===== src/hdl/corr_config.svh =====
/*
 * widths and depths shared by the whole correlator data path
 * memory depths are powers of two of the address widths
 */
`ifndef CORR_CONFIG_SVH
`define CORR_CONFIG_SVH

// adc word layout, offset binary in the low bits
`define CORR_ADC_BITS 14
`define CORR_ADC_WORD 16

// snapshot memory address bits
`define CORR_CAPTURE_ADDR 10

// correlator sums
`define CORR_ACC_WIDTH 40
`define CORR_ACC_LEN_WIDTH 16

// result memory, wraps after 2**CORR_RESULT_ADDR frames
`define CORR_RESULT_ADDR 6

`endif


===== src/hdl/corr_pkg.sv =====
/*
 * types for the correlator data path
 * sample_t is two's complement after the offset-binary conversion
 */
`include "corr_config.svh"

package corr_pkg;

	typedef logic signed [`CORR_ADC_BITS-1:0] sample_t;
	typedef logic [`CORR_ADC_WORD-1:0] raw_word_t;

	typedef logic signed [`CORR_ACC_WIDTH-1:0] acc_t;
	typedef logic [`CORR_ACC_LEN_WIDTH-1:0] acc_len_t; // 0 behaves as 1

	typedef logic [`CORR_CAPTURE_ADDR-1:0] cap_addr_t;
	typedef logic [`CORR_RESULT_ADDR-1:0] res_addr_t;

	// snapshot fill control
	typedef enum logic [1:0] {
		cap_idle,
		cap_filling,
		cap_full
	} capture_state_e;

	// frame accumulation
	typedef enum logic {
		corr_idle,
		corr_accumulate
	} corr_state_e;

endpackage


===== src/hdl/corr_if.sv =====
/*
 * sample and result buses inside the correlator, no handshake
 * valid on sample_if is a level, valid on corr_result_if a one-cycle pulse
 */

interface sample_if;
	corr_pkg::sample_t ch0;
	corr_pkg::sample_t ch1;
	logic valid; // sample belongs to the correlation
	logic arm;   // synchronized capture enable

	modport source (
		output ch0,
		output ch1,
		output valid,
		output arm
	);

	modport sink (
		input ch0,
		input ch1,
		input valid,
		input arm
	);
endinterface



===== src/hdl/adc_frontend.sv =====
/*
 * adc words are offset binary in the low 14 bits, upper bits ignored
 * samples and valid have 1 cycle latency, arm has 3 (async enable)
 */
`include "corr_config.svh"

module adc_frontend (
	input logic data_clk_div,
	input logic reset,
	input corr_pkg::raw_word_t adc0_data,
	input corr_pkg::raw_word_t adc1_data,
	input logic enable_correlator,
	input logic enable_bram,
	sample_if.source smp
);

	logic [2:0] arm_sync;

	// offset binary to two's complement, flip the msb
	function automatic corr_pkg::sample_t to_signed(input corr_pkg::raw_word_t w);
		corr_pkg::sample_t s;
		s = {~w[`CORR_ADC_BITS-1], w[`CORR_ADC_BITS-2:0]};
		return s;
	endfunction

	always_ff @(posedge data_clk_div) begin
		smp.ch0 <= to_signed(adc0_data);
		smp.ch1 <= to_signed(adc1_data);
	end

	always_ff @(posedge data_clk_div) begin
		if (reset) begin
			smp.valid <= 1'b0;
			arm_sync <= '0;
		end else begin
			smp.valid <= enable_correlator; // same stage as the samples
			arm_sync <= {arm_sync[1:0], enable_bram};
		end
	end

	assign smp.arm = arm_sync[2];

endmodule


===== src/flat_wrapper.sv =====
// flat-port wrapper written by rule: the top's interface ports become plain ports
module adc_frontend_flat 
  (data_clk_div, reset, adc0_data, adc1_data, enable_correlator, enable_bram, smp_ch0, smp_ch1, smp_valid, smp_arm);
  sample_if smp_i ();
  input logic data_clk_div;
  input logic reset;
  input corr_pkg::raw_word_t adc0_data;
  input corr_pkg::raw_word_t adc1_data;
  input logic enable_correlator;
  input logic enable_bram;
  output wire logic [$bits(smp_i.ch0)-1:0] smp_ch0;
  output wire logic [$bits(smp_i.ch1)-1:0] smp_ch1;
  output wire logic [$bits(smp_i.valid)-1:0] smp_valid;
  output wire logic [$bits(smp_i.arm)-1:0] smp_arm;
  assign smp_ch0 = smp_i.ch0;
  assign smp_ch1 = smp_i.ch1;
  assign smp_valid = smp_i.valid;
  assign smp_arm = smp_i.arm;
  adc_frontend u_core (.data_clk_div(data_clk_div), .reset(reset), .adc0_data(adc0_data), .adc1_data(adc1_data), .enable_correlator(enable_correlator), .enable_bram(enable_bram), .smp(smp_i));
endmodule

===== config.mk =====
export PLATFORM = sky130hd
export DESIGN_NAME = adc_frontend_flat
export DESIGN_NICKNAME = d
export VERILOG_FILES = /design/src/hdl/corr_pkg.sv /design/src/hdl/corr_if.sv /design/src/hdl/adc_frontend.sv /design/src/flat_wrapper.sv
export VERILOG_INCLUDE_DIRS = /design/src /design/src/hdl
export SDC_FILE = /design/constraint.sdc
export NUM_CORES = 1
export LEC_CHECK = 0
export ABC_AREA = 0
export BUFFER_PORTS_ARGS = -buffer_cell sky130_fd_sc_hd__buf_2
export CORE_AREA = 2 2 51 53
export DETAILED_ROUTE_END_ITERATION = 8
export DIE_AREA = 0 0 53 55
export PLACE_DENSITY_LB_ADDON = 0.12
export SYNTH_ARGS = -nofsm -noshare
export SYNTH_HDL_FRONTEND = slang
export SYNTH_SLANG_ARGS = --single-unit

===== constraint.sdc =====
create_clock -name data_clk_div -period 0.8 [get_ports data_clk_div]
set_input_delay 0 -clock data_clk_div [delete_from_list [all_inputs] [get_ports data_clk_div]]
set_output_delay 0 -clock data_clk_div [all_outputs]
set_load 0.05 [all_outputs]

Yosys cells after proc, flatten, opt, wreduce, memory -nomap -nowiden
Index checks and enable logic that the tools add are counted.

word-level totals
  flip-flop bits (word level) = 32
  latch bits = 0
  bits in writable memories = 0
  memory bits (read-only) = 0
  output and inout port bits = 30
  logic and storage cells = 6
  memories = 0

operators by class
  add/sub/neg operators = 0
  multiply operators = 0
  div/mod/pow operators = 0
  $lt $le $gt $ge = 0
  equality and inequality tests = 0
  shifts and indexed selects = 0
  multiplexer cells = 0
  bitwise operators = 2
  reduce and logical (&&, ||, !) cells = 0

operators with widths
  cell       count
  1-bit NOT  2

Longest topological paths before layout
  word-level depth = 1
  depth in mapped cells = 1

Least setup slack after synthesis
Ideal clock, no wire load.

  path type = register to output
  start point = register u_core.arm_sync[2]
  end point = output port smp_arm
  arrival time = 0.587 ns
  slack = 0.213 ns
  stages on the path, launching flop included = 1
  cell sequence = dfxtp_1

RTL lines
  element                 RTL line            text
  from (decl)             adc_frontend.sv:17  logic [2:0] arm_sync;
  from (signal assigned)  adc_frontend.sv:37  arm_sync <= {arm_sync[1:0], enable_bram};
  to (decl)               flat_wrapper.sv:14  output wire logic [$bits(smp_i.arm)-1:0] smp_arm;

No word-level cell between the ends.

Worst setup path in the final report
  start point = register u_core.smp.ch0[8]
  end point = output port smp_ch0[8]

RTL lines
  element                 RTL line            text
  from (decl)             corr_if.sv:13       output ch0,
  from (signal assigned)  adc_frontend.sv:27  smp.ch0 <= to_signed(adc0_data);
  to (decl)               flat_wrapper.sv:11  output wire logic [$bits(smp_i.ch0)-1:0] smp_ch0;

No word-level cell between the ends.

==> results.sh <==
export IMPL_status="complete, but fails checks"
export IMPL_violations="setup timing"
export IMPL_synth_top_area_frac=0.952
export IMPL_multi_input_area_um2=25.0
export IMPL_synth_nets=74
export IMPL_drt_pass1_iterations=2
export IMPL_yosysSeqAreaShare=0.952
export IMPL_seq_area_um2=678
export IMPL_cts_buffers=5
export IMPL_finalMaxSlewViolations=0
export IMPL_die_w_um=53
export IMPL_cts_max_level=2
export IMPL_skew_ps=0.105
export IMPL_reg2reg_depth=1
export IMPL_ir_worst_vdd_uv=1700
export IMPL_synth_avg_cell_area_um2=17.7
export IMPL_worstMarginPinSlew_ps=111
export IMPL_grt_pass1_wl_mm=2.59
export IMPL_crit_fanout=1
export IMPL_cts_buffer_depth=2
export IMPL_hold_depth=2
export IMPL_rsz0062_at_grt="yes"
export IMPL_clock_sinks=32
export IMPL_path_class="reg -> out"
export IMPL_ys_ff_latch=32
export IMPL_drive_gt1_frac=0.717
export IMPL_critPathCaptureType="output port"
export IMPL_grt_ovfl_total=0
export IMPL_clock_fmax_ghz=1.22
export IMPL_yosysUniqueCellTypes=3
export IMPL_fillerInstances=161
export IMPL_total_leakage_power_uw=0.000793
export IMPL_period_needed_ps=823
export IMPL_p_per_area_nw_per_um2=1980
export IMPL_finalNetCount=173
export IMPL_cts_tree="built"
export IMPL_yosys_warnings=0
export IMPL_min_path_type="in -> reg"
export IMPL_syn_inst=38
export IMPL_antenna_found_initial=0
export IMPL_required_ps=800
export IMPL_maxCapViolCount=0
export IMPL_fin_crit_sh=1.03
export IMPL_holdWs_ps=303
export IMPL_antenna_left=0
export IMPL_min_from="adc1_data[12]"
export IMPL_crit_chain="buf_8"
export IMPL_slew_headroom=0.926
export IMPL_initial_core_util=0.285
export IMPL_crit_path_start_kind="flip-flop"
export IMPL_syn_area_um2=673
export IMPL_setup_violations_final=18
export IMPL_fin_ws_ps=-22.8
export IMPL_routedWlPerCell_um=11.3
export IMPL_synthTopCellsByArea="dfxtp_1 (95%), nor2b_1 (3.7%), inv_1 (1.1%)"
export IMPL_vias=633
export IMPL_clockRootBuffer="clkbuf_4"
export IMPL_path_buf_inv=1
export IMPL_place_gp_congestion=0.594
export IMPL_numPortBuffers=61
export IMPL_grt_max_degree=11
export IMPL_via_per_inst=3.77
export IMPL_holdPathEnd="u_core.smp.ch1[12]$_DFF_P_"
export IMPL_setup_tns_ps=-152
export IMPL_grt_pass1_vias=634
export IMPL_io_pins=66
export IMPL_die_h_um=55
export IMPL_num_antenna_cells=0
export IMPL_reg2reg_to="u_core.arm_sync[1]$_SDFF_PP0_"
export IMPL_syn2layout_area_growth_pct=153
export IMPL_max_stage_delay_ps=350
export IMPL_routed_wl_mm=1.91
export IMPL_reg2reg_slack_ps=290
export IMPL_drc=0
export IMPL_reg2reg_from="u_core.arm_sync[0]$_SDFF_PP0_"
export IMPL_final_cell_mix="dlygate4sd3_1 (31), buf_2 (31), dfxtp_2 (30)"
export IMPL_critPathArrivalTime_ps=820
export IMPL_placementRows=18
export IMPL_core_area_um2=2360
export IMPL_synth_top_cell_by_area="dfxtp_1"
export IMPL_drt_iter0_drc=3
export IMPL_path_clk_slew_ps=100
export IMPL_grt_use_total=0.140
export IMPL_timing_hold_violations_final=0
export IMPL_dieArea_um2=2920
export IMPL_critPathTopFamily="flip-flops"
export IMPL_cp_slowest_cell="dfxtp_2"
export IMPL_clkLatencyLatePin_ps=320
-- synth_stat cells --
| cell type | number |
|---|---|
| dfxtp_1 | 32 |
| inv_1 | 2 |
| nor2b_1 | 4 |
-- cell families (layout without fill, tap and decap cells) --
group	after synthesis	count (layout)	share of synthesized area
buf+inv	2	102	0.0112
flops	32	32	0.952
simple gates	4	4	0.0372
-- layer usage --
metal / GRT usage / share of wire
met1: 0.0992 / 0.31
met5: 0 / 0
met3: 0.0968 / 0.11
met2: 0.269 / 0.56
met4: 0.0769 / 0.013
-- stage by stage --
stage               area [µm²]   util  total power [µW]  cells  worst slack [ps]
floorplan                  673      -              2020     38               213
global placement          1020  0.430              2160    129               258
detailed placement        1020  0.430              2170    129               251
CTS                       1650  0.696              3360    168             -35.7
global route              1700  0.720              3520    168             -81.6
finish                    1700  0.720              3370    168             -22.8
-- how the worst max path moves through the flow --
stage | start | to | slack [ps] | cells past startpoint
floorplan | u_core.arm_sync[2]$_SDFF_PP0_ | smp_arm | 210 | 0
global placement | u_core.smp.ch0[7]$_DFF_P_ | smp_ch0[7] | 260 | 1
detailed placement | u_core.smp.ch1[8]$_DFF_P_ | smp_ch1[8] | 250 | 1
CTS | u_core.smp.ch1[11]$_DFF_P_ | smp_ch1[11] | -40 | 1
global route | u_core.smp.ch0[8]$_DFF_P_ | smp_ch0[8] | -80 | 1
finish | u_core.smp.ch0[8]$_DFF_P_ | smp_ch0[8] | -20 | 1
-- timing repair --
item	CTS	global route
hold buffers	31	0
endpoints found under the hold margin	32	0
buffers inserted	0	0
pin swaps	0	0
gates cloned	0	0
resized for setup	99	15
setup endpoints to repair	30	30
-- flip-flops by register name (all words and copies together), names as in the netlist --
| signal | cells |
|---|---|
| u_core.smp.ch1 | 14 |
| u_core.arm_sync | 3 |
| u_core.smp.ch0 | 14 |
| u_core.smp.valid | 1 |
-- report_power, final --
part / internal, µW / switching (µW) / total (µW)
clock: 418 / 507 / 925
sequential: 1690 / 49.6 / 1740
combinational: 350 / 352 / 701
-- layout make-up --
cell class                 count  area share
clock buffer                   6      0.0301
clock inverter                 2     0.00588
inverter                       2     0.00441
multi-input combinational      4      0.0147
sequential                    32       0.398
tap                           30      0.0220
timing repair buffer          92       0.525
No activity file was read; power rests on OpenSTA's default activity.
