==> src/hdl/corr_config.svh <==
/*
 * widths and depths shared by the whole correlator data path
 * memory depths are powers of two of the address widths
 */
`ifndef CORR_CONFIG_SVH
`define CORR_CONFIG_SVH

// adc word layout, offset binary in the low bits
`define CORR_ADC_BITS 14
`define CORR_ADC_WORD 16

// snapshot memory address bits
`define CORR_CAPTURE_ADDR 10

// correlator sums
`define CORR_ACC_WIDTH 40
`define CORR_ACC_LEN_WIDTH 16

// result memory, wraps after 2**CORR_RESULT_ADDR frames
`define CORR_RESULT_ADDR 6

`endif

==> src/hdl/corr_pkg.sv <==
/*
 * types for the correlator data path
 * sample_t is two's complement after the offset-binary conversion
 */
`include "corr_config.svh"

package corr_pkg;

	typedef logic signed [`CORR_ADC_BITS-1:0] sample_t;
	typedef logic [`CORR_ADC_WORD-1:0] raw_word_t;

	typedef logic signed [`CORR_ACC_WIDTH-1:0] acc_t;
	typedef logic [`CORR_ACC_LEN_WIDTH-1:0] acc_len_t; // 0 behaves as 1

	typedef logic [`CORR_CAPTURE_ADDR-1:0] cap_addr_t;
	typedef logic [`CORR_RESULT_ADDR-1:0] res_addr_t;

	// snapshot fill control
	typedef enum logic [1:0] {
		cap_idle,
		cap_filling,
		cap_full
	} capture_state_e;

	// frame accumulation
	typedef enum logic {
		corr_idle,
		corr_accumulate
	} corr_state_e;

endpackage

==> src/hdl/corr_if.sv <==
/*
 * sample and result buses inside the correlator, no handshake
 * valid on sample_if is a level, valid on corr_result_if a one-cycle pulse
 */

interface sample_if;
	corr_pkg::sample_t ch0;
	corr_pkg::sample_t ch1;
	logic valid; // sample belongs to the correlation
	logic arm;   // synchronized capture enable

	modport source (
		output ch0,
		output ch1,
		output valid,
		output arm
	);

	modport sink (
		input ch0,
		input ch1,
		input valid,
		input arm
	);
endinterface

interface corr_result_if;
	corr_pkg::acc_t aa;
	corr_pkg::acc_t bb;
	corr_pkg::acc_t ab;
	logic valid; // sums stable while high

	modport source (
		output aa,
		output bb,
		output ab,
		output valid
	);

	modport sink (
		input aa,
		input bb,
		input ab,
		input valid
	);
endinterface

==> src/hdl/power_correlator.sv <==
/*
 * sums ch0*ch0, ch1*ch1 and ch0*ch1 over acc_len valid samples, 0 counts as 1
 * acc_len is sampled at each frame's first sample, result pulse 1 cycle after the last
 */
`include "corr_config.svh"

module power_correlator (
	input logic data_clk_div,
	input logic reset,
	sample_if.sink smp,
	input corr_pkg::acc_len_t acc_len,
	corr_result_if.source res
);

	localparam int PROD_W = 2 * `CORR_ADC_BITS;

	corr_pkg::corr_state_e state;
	corr_pkg::acc_len_t len_q;
	corr_pkg::acc_len_t len_eff;
	corr_pkg::acc_len_t cnt; // samples already in the frame
	logic signed [PROD_W-1:0] m_aa;
	logic signed [PROD_W-1:0] m_bb;
	logic signed [PROD_W-1:0] m_ab;
	corr_pkg::acc_t s_aa;
	corr_pkg::acc_t s_bb;
	corr_pkg::acc_t s_ab;
	corr_pkg::acc_t acc_aa;
	corr_pkg::acc_t acc_bb;
	corr_pkg::acc_t acc_ab;
	logic first;
	logic last;

	assign m_aa = smp.ch0 * smp.ch0;
	assign m_bb = smp.ch1 * smp.ch1;
	assign m_ab = smp.ch0 * smp.ch1;

	assign len_eff = (acc_len == '0) ? corr_pkg::acc_len_t'(1) : acc_len;
	assign first = (state == corr_pkg::corr_idle);
	assign last = first ? (len_eff == corr_pkg::acc_len_t'(1)) : (cnt == len_q - 1'b1);

	// running sums including the current sample
	assign s_aa = first ? corr_pkg::acc_t'(m_aa) : acc_aa + corr_pkg::acc_t'(m_aa);
	assign s_bb = first ? corr_pkg::acc_t'(m_bb) : acc_bb + corr_pkg::acc_t'(m_bb);
	assign s_ab = first ? corr_pkg::acc_t'(m_ab) : acc_ab + corr_pkg::acc_t'(m_ab);

	always_ff @(posedge data_clk_div) begin
		if (reset) begin
			state <= corr_pkg::corr_idle;
			cnt <= '0;
			len_q <= '0;
			res.valid <= 1'b0;
		end else begin
			res.valid <= smp.valid & last;
			if (smp.valid) begin
				if (first) begin
					len_q <= len_eff;
				end
				if (last) begin
					state <= corr_pkg::corr_idle; // next valid sample opens a new frame
					cnt <= '0;
				end else begin
					state <= corr_pkg::corr_accumulate;
					cnt <= cnt + 1'b1;
				end
			end
		end
	end

	// accumulators and held result, payload only
	always_ff @(posedge data_clk_div) begin
		if (smp.valid) begin
			acc_aa <= s_aa;
			acc_bb <= s_bb;
			acc_ab <= s_ab;
			if (last) begin
				res.aa <= s_aa;
				res.bb <= s_bb;
				res.ab <= s_ab;
			end
		end
	end

	// frames longer than one sample leave a gap between pulses
	assert property (@(posedge data_clk_div) disable iff (reset)
		res.valid && (len_q > 1) |=> !res.valid || (len_q == 1));

endmodule

==> src/flat_wrapper.sv <==
// flat-port wrapper written by rule: the top's interface ports become plain ports
module power_correlator_flat 
  (data_clk_div, reset, acc_len, smp_ch0, smp_ch1, smp_valid, smp_arm, res_aa, res_bb, res_ab, res_valid);
  sample_if smp_i ();
  corr_result_if res_i ();
  input logic data_clk_div;
  input logic reset;
  input corr_pkg::acc_len_t acc_len;
  input wire logic [$bits(smp_i.ch0)-1:0] smp_ch0;
  input wire logic [$bits(smp_i.ch1)-1:0] smp_ch1;
  input wire logic [$bits(smp_i.valid)-1:0] smp_valid;
  input wire logic [$bits(smp_i.arm)-1:0] smp_arm;
  output wire logic [$bits(res_i.aa)-1:0] res_aa;
  output wire logic [$bits(res_i.bb)-1:0] res_bb;
  output wire logic [$bits(res_i.ab)-1:0] res_ab;
  output wire logic [$bits(res_i.valid)-1:0] res_valid;
  assign smp_i.ch0 = smp_ch0;
  assign smp_i.ch1 = smp_ch1;
  assign smp_i.valid = smp_valid;
  assign smp_i.arm = smp_arm;
  assign res_aa = res_i.aa;
  assign res_bb = res_i.bb;
  assign res_ab = res_i.ab;
  assign res_valid = res_i.valid;
  power_correlator u_core (.data_clk_div(data_clk_div), .reset(reset), .smp(smp_i), .acc_len(acc_len), .res(res_i));
endmodule
==> config.mk <==
export PLATFORM = sky130hd
export DESIGN_NAME = power_correlator_flat
export DESIGN_NICKNAME = d
export VERILOG_FILES = /design/src/hdl/corr_pkg.sv /design/src/hdl/corr_if.sv /design/src/hdl/power_correlator.sv /design/src/flat_wrapper.sv
export VERILOG_INCLUDE_DIRS = /design/src /design/src/hdl
export SDC_FILE = /design/constraint.sdc
export NUM_CORES = 2
export LEC_CHECK = 0
export ABC_AREA = 1
export BUFFER_PORTS_ARGS = -buffer_cell sky130_fd_sc_hd__buf_2
export CAP_MARGIN = 20
export CORE_ASPECT_RATIO = 0.6
export CORE_MARGIN = 4
export CORE_UTILIZATION = 35
export DETAILED_ROUTE_END_ITERATION = 7
export HOLD_SLACK_MARGIN = 0.06
export PLACE_DENSITY = 0.51
export SLEW_MARGIN = 20
export SYNTH_ARGS = -nofsm -noshare
export SYNTH_HDL_FRONTEND = slang
export SYNTH_SLANG_ARGS = --single-unit
==> constraint.sdc <==
create_clock -name data_clk_div -period 14.6 [get_ports data_clk_div]
set_input_delay 1.46 -clock data_clk_div [delete_from_list [all_inputs] [get_ports data_clk_div]]
set_output_delay 1.46 -clock data_clk_div [all_outputs]
set_load 0.01 [all_outputs]
# Yosys cells after proc, flatten, opt, wreduce, memory -nomap -nowiden
# Index checks and enable logic that the tools add are counted.
[totals]
register_bits = 274
inputBits = 48
out_inout_bits = 121
word_cells = 32
[op_classes]
mul = 3
n_bitwise = 2
muxes = 7
addsub = 5
eq_ne = 2
reduce_logical = 3
[ops]
columns = ["operator", "n"]
rows = [
  ["$add 40x28->40", 3],
  ["$mux 40", 3],
  ["$mul 14x14->28", 3],
  ["$mux 16", 2],
  ["$add 16x1->16 const B", 1],
  ["$eq 16x1->1 const B", 1],
  ["$eq 16x16->1", 1],
  ["$logic_not 16->1", 1],
  ["$sub 16x1->16 const B", 1],
  ["$reduce_and 2->1", 2],
  ["$mux 1", 2],
  ["$and 1x1->1", 1],
  ["$not 1->1", 1],
]

# Logic depth before layout (Yosys ltp)
[logic_depth]
depth_word = 5
mapped_depth = 43
depth_no_buf = 41

# Worst setup path before layout
# No wires, ideal clock.
[synth_timing]
path_kind = "input port to flip-flop"
startpoint = "input port smp_ch1[4]"
endpoint = "register u_core.acc_bb[34], data pin"
t_required_ns = 14.338
n_path_buf = 2
arrival_time_ns = 8.210
setup_time_ns = 0.262
stages = 32
path_slack_ns = 6.128
path_cell_list = "clkbuf_1 > buf_1 > nand2_1 > fa_1 > fa_1 > inv_1 > fa_1 > fa_1 > fa_1 > inv_1 > fa_1 > inv_1 > ha_1 > nand2_1 > nor2_1 > inv_1 > nor2_1 > nand3_1 > nand3_1 > a21oi_1 > nand2_1 > nand2_1 > ha_1 > nand2_1 > nor2_1 > inv_1 > nor4_1 > o21ai_0 > nand3_1 > a21oi_1 > o21ai_0 > nand2_1"
[synth_via]
elab_chain_len = 3
[synth_rtl]
columns = ["item", "line_no", "source"]
rows = [
  ["from (decl)", "flat_wrapper.sv:10", "input wire logic [$bits(smp_i.ch1)-1:0] smp_ch1;"],
  ["$mul 14x14->28 (*)", "power_correlator.sv:34", "assign m_bb = smp.ch1 * smp.ch1;"],
  ["$add 40x28->40", "power_correlator.sv:43", "assign s_bb = first ? corr_pkg::acc_t'(m_bb) : acc_bb + corr_pkg::acc_t'(m_bb);"],
  ["$mux 40 (*)", "power_correlator.sv:43", ""],
  ["net u_core.s_bb[34]", "power_correlator.sv:25", "corr_pkg::acc_t s_bb;"],
  ["to (signal assigned)", "power_correlator.sv:73", "acc_bb <= s_bb;"],
  ["to (decl)", "power_correlator.sv:28", "corr_pkg::acc_t acc_bb;"],
]
# The timed path passes the listed nets; every way through them passes the cells marked *.
# A chain may end at the register's enable or synchronous reset.

# Worst setup path in the final report
[layout_timing]
startpoint = "input port smp_ch1[13]"
endpoint = "register u_core.acc_ab[36], data pin"
[layout_via]
elab_chain_len = 3
[layout_rtl]
columns = ["item", "line_no", "source"]
rows = [
  ["$mul 14x14->28 (*)", "power_correlator.sv:35", "assign m_ab = smp.ch0 * smp.ch1;"],
  ["$add 40x28->40", "power_correlator.sv:44", "assign s_ab = first ? corr_pkg::acc_t'(m_ab) : acc_ab + corr_pkg::acc_t'(m_ab);"],
  ["$mux 40 (*)", "power_correlator.sv:44", ""],
  ["net u_core.s_ab[36]", "power_correlator.sv:26", "corr_pkg::acc_t s_ab;"],
  ["to (signal assigned)", "power_correlator.sv:74", "acc_ab <= s_ab;"],
  ["to (decl)", "power_correlator.sv:29", "corr_pkg::acc_t acc_ab;"],
]
# Marks and branches as above.

==> flow_summary.json <==
{
  "status": "complete, no violations",
  "port_buffers": 167,
  "path_clk_slew_ns": 0.07,
  "crit_arrival_ns": 10.18,
  "critPathSlowestCell": "clkinv_1",
  "grt_max_degree": 82,
  "place_congestion": 0.9097,
  "grt_pass1_vias": 31426,
  "cts-root-buf": "clkbuf_16",
  "synth_area_um2": 39940,
  "area_delta_synth_final_pct": 8.208,
  "cts_resized": 0,
  "cts_setup_buffers": 0,
  "finalSetupViolCount": 0,
  "ys_ff_latch": 274,
  "first_iter_violations": 2345,
  "slew_headroom_pct": 37.42,
  "required_ns": 14.91,
  "cts_num_sinks": 274,
  "path_common_cell": "nand2_1",
  "hpwlAfterDp_um": 90180,
  "first_pass_iters": 8,
  "synth_edf_count": 240,
  "wl_um": 110800,
  "die_area_um2": 119800,
  "yosysSeqAreaShare_pct": 19.75,
  "numCtsBuffers": 26,
  "cpLargestDelayFamily": "adder cells",
  "finalMaxSlewViolations": 0,
  "crit_path_start_kind": "input port",
  "ys_types": 54,
  "hold_path_class": "flop to flop",
  "coreArea_um2": 112600,
  "clock_latency_ns": 0.58,
  "antenna_left": 0,
  "syn_area_per_cell_um2": 7.994,
  "vias": 31258,
  "drc": 0,
  "fill_cells": 11648,
  "grt_overflow": 0,
  "die_y_um": 269.7,
  "cts_max_level": 1,
  "antenna_found_initial": 1,
  "period_share_pct": 67.62,
  "finalHoldViolCount": 0,
  "synth-main-ff-cell": "edfxtp_1",
  "yosysWarnings": 0,
  "grtUsageTotal_pct": 18.70,
  "initial_core_util_pct": 35.48,
  "tritoncts": "done",
  "boundaryPins": 169,
  "tightest_slew_ns": 0.9289,
  "diodes": 0,
  "tns_ns": 0,
  "cap_violations": 0,
  "routedWlPerCell_um": 16.76,
  "via_per_inst": 4.730,
  "async_reset_ff_share_pct": 0,
  "min_period_ns": 9.873,
  "rows": 95,
  "worstSetupPathType": "input port to flop",
  "crit_buf_inv": 8,
  "drive_above_1_share_pct": 5.582,
  "postCtsHoldBufs": 0,
  "cts_buffer_depth": 3,
  "grt_pass1_wl_um": 179000,
  "finClkSkew_ns": 0.01299,
  "fmax_mhz": 101.3,
  "syn_inst": 4996,
  "rsz0062_at_grt": "no",
  "end_kind": "flop",
  "nNetsFinal": 6007,
  "dieWidth_um": 444.1,
  "path_max_fanout": 24,
  "critPathMaxStageDelay_ns": 0.75
}
## sequential cells by signal (all words and copies together), names as in the netlist
signal / count
u_core.acc_aa: 40
u_core.acc_ab: 40
u_core.acc_bb: 40
u_core.res.aa: 40
u_core.res.ab: 40
u_core.res.bb: 40
u_core.cnt: 16
u_core.len_q: 16
u_core.res.valid: 1
u_core.state: 1
## path summary, 6_finish.rpt
| kind | from | to | slack, ns | depth (start not counted) |
|---|---|---|---|---|
| min | u_core.len_q[15] | u_core.len_q[15] | 0.49 | 2 |
| max | smp_ch1[13] | u_core.acc_ab[36] | 4.73 | 33 |
| max reg2reg | u_core.len_q[0] | u_core.cnt[4] | 10.60 | 14 |
| min reg2reg | u_core.len_q[15] | u_core.len_q[15] | 0.49 | 2 |
## cell type report
type,count,area (µm²),share of cell area [%]
multi-input combinational,3418,27120,62.75
clock inverter,17,221.5,0.5125
sequential,274,7891,18.26
inverter,1187,4461,10.32
timing repair buffer,179,932.1,2.157
tap,1503,1881,4.352
clock buffer,31,710.7,1.645
## per-layer routing
layer  track usage (%)  wire length [µm]  vias up
met4             1.835              1089        0
met2             27.65             45470      702
met1             29.85             58250    14979
li1                  -                 -    15522
met3             2.384              5952       55
met5                 0                 0        -
## kinds of logic after synthesis
kind of cell / synth area share [%]
AO/OA/AOI/OAI: 8.421
flip-flops: 19.75
XOR/XNOR: 3.772
buffers and inverters: 12.37
AND/OR/NAND/NOR: 18.08
adder cells (fa/ha/maj): 37.60
other: 0.01880
## cell usage after synthesis, types with 3 or more instances
| cell | n | area share [%] |
|---|---|---|
| a21boi_0 | 8 | 0.15 |
| a21boi_1 | 4 | 0.075 |
| a21o_1 | 28 | 0.53 |
| a21oi_1 | 258 | 3.2 |
| a31oi_1 | 33 | 0.52 |
| and2_1 | 8 | 0.13 |
| and3_1 | 5 | 0.078 |
| buf_1 | 44 | 0.41 |
| buf_2 | 4 | 0.050 |
| clkbuf_1 | 68 | 0.64 |
| dfxtp_1 | 34 | 1.7 |
| edfxtp_1 | 240 | 18 |
| fa_1 | 545 | 27 |
| ha_1 | 328 | 10 |
| inv_1 | 1176 | 11 |
| inv_2 | 8 | 0.075 |
| nand2_1 | 1119 | 11 |
| nand2_2 | 11 | 0.17 |
| nand3_1 | 147 | 1.8 |
| nand3b_1 | 12 | 0.23 |
| nand4_1 | 35 | 0.55 |
| nor2_1 | 323 | 3.0 |
| nor2_2 | 8 | 0.13 |
| nor2_4 | 5 | 0.14 |
| nor3_1 | 33 | 0.41 |
| nor3b_1 | 3 | 0.056 |
| nor4_1 | 16 | 0.25 |
| o21a_1 | 7 | 0.13 |
| o21ai_0 | 207 | 2.6 |
| o21ai_1 | 18 | 0.23 |
| o21bai_1 | 36 | 0.68 |
| o22ai_1 | 3 | 0.047 |
| or2_0 | 5 | 0.078 |
| or2_2 | 19 | 0.30 |
| xnor2_1 | 69 | 1.5 |
| xor2_1 | 103 | 2.3 |
## worst reg2reg max path, cell delays in order, from the launching register on
cell and delay (ns):
dfxtp_1 0.35, inv_1 0.15, ha_1 0.32, nand2_2 0.19, nor2_4 0.18, nand2_1 0.10
o21bai_1 0.13, nand2_1 0.07, nor2_1 0.20, nand4_2 0.24, a21oi_4 0.70, buf_4 0.79
inv_4 0.32, nand2_1 0.13, inv_1 0.04
## stage by stage
step | instance area (µm²) | instances | hold slack (ns) | utilization [%] | setup WS, ns
6_report | 43220 | 6609 | 0.4874 | 38.39 | 4.727
5_1_grt | 43220 | 6609 | 0.5285 | 38.39 | 4.091
3_3_place_gp | 42280 | 6561 | 0.4689 | 37.56 | 4.272
4_1_cts | 43220 | 6609 | 0.4859 | 38.39 | 4.792
3_5_place_dp | 42280 | 6561 | 0.4751 | 37.56 | 4.197
2_1_floorplan | 39940 | 4998 | 0.4535 | - | 6.128
## layout by cell type, fill, tap and decap left out, types with 5 or more instances in the layout
master,instances
a31oi_1,33
clkinv_4,5
nand4_1,35
xor2_1,103
nand2_1,1119
o21ai_0,207
nor3_1,33
nand2_2,11
nor4_1,16
inv_1,1175
a21boi_0,8
or2_0,5
o21ai_1,18
buf_2,166
xnor2_1,69
clkbuf_16,27
inv_2,8
a21oi_1,258
o21a_1,7
nand3b_1,12
ha_1,328
and3_1,5
or2_2,19
edfxtp_1,240
o21bai_1,36
fa_1,545
buf_4,12
and2_1,8
a21o_1,28
nor2_1,323
nor2_2,8
dfxtp_1,33
nor2_4,5
nand3_1,147
Power is not shown: default switching activity piles up to over one toggle a cycle in this logic, so the estimate is an artifact.
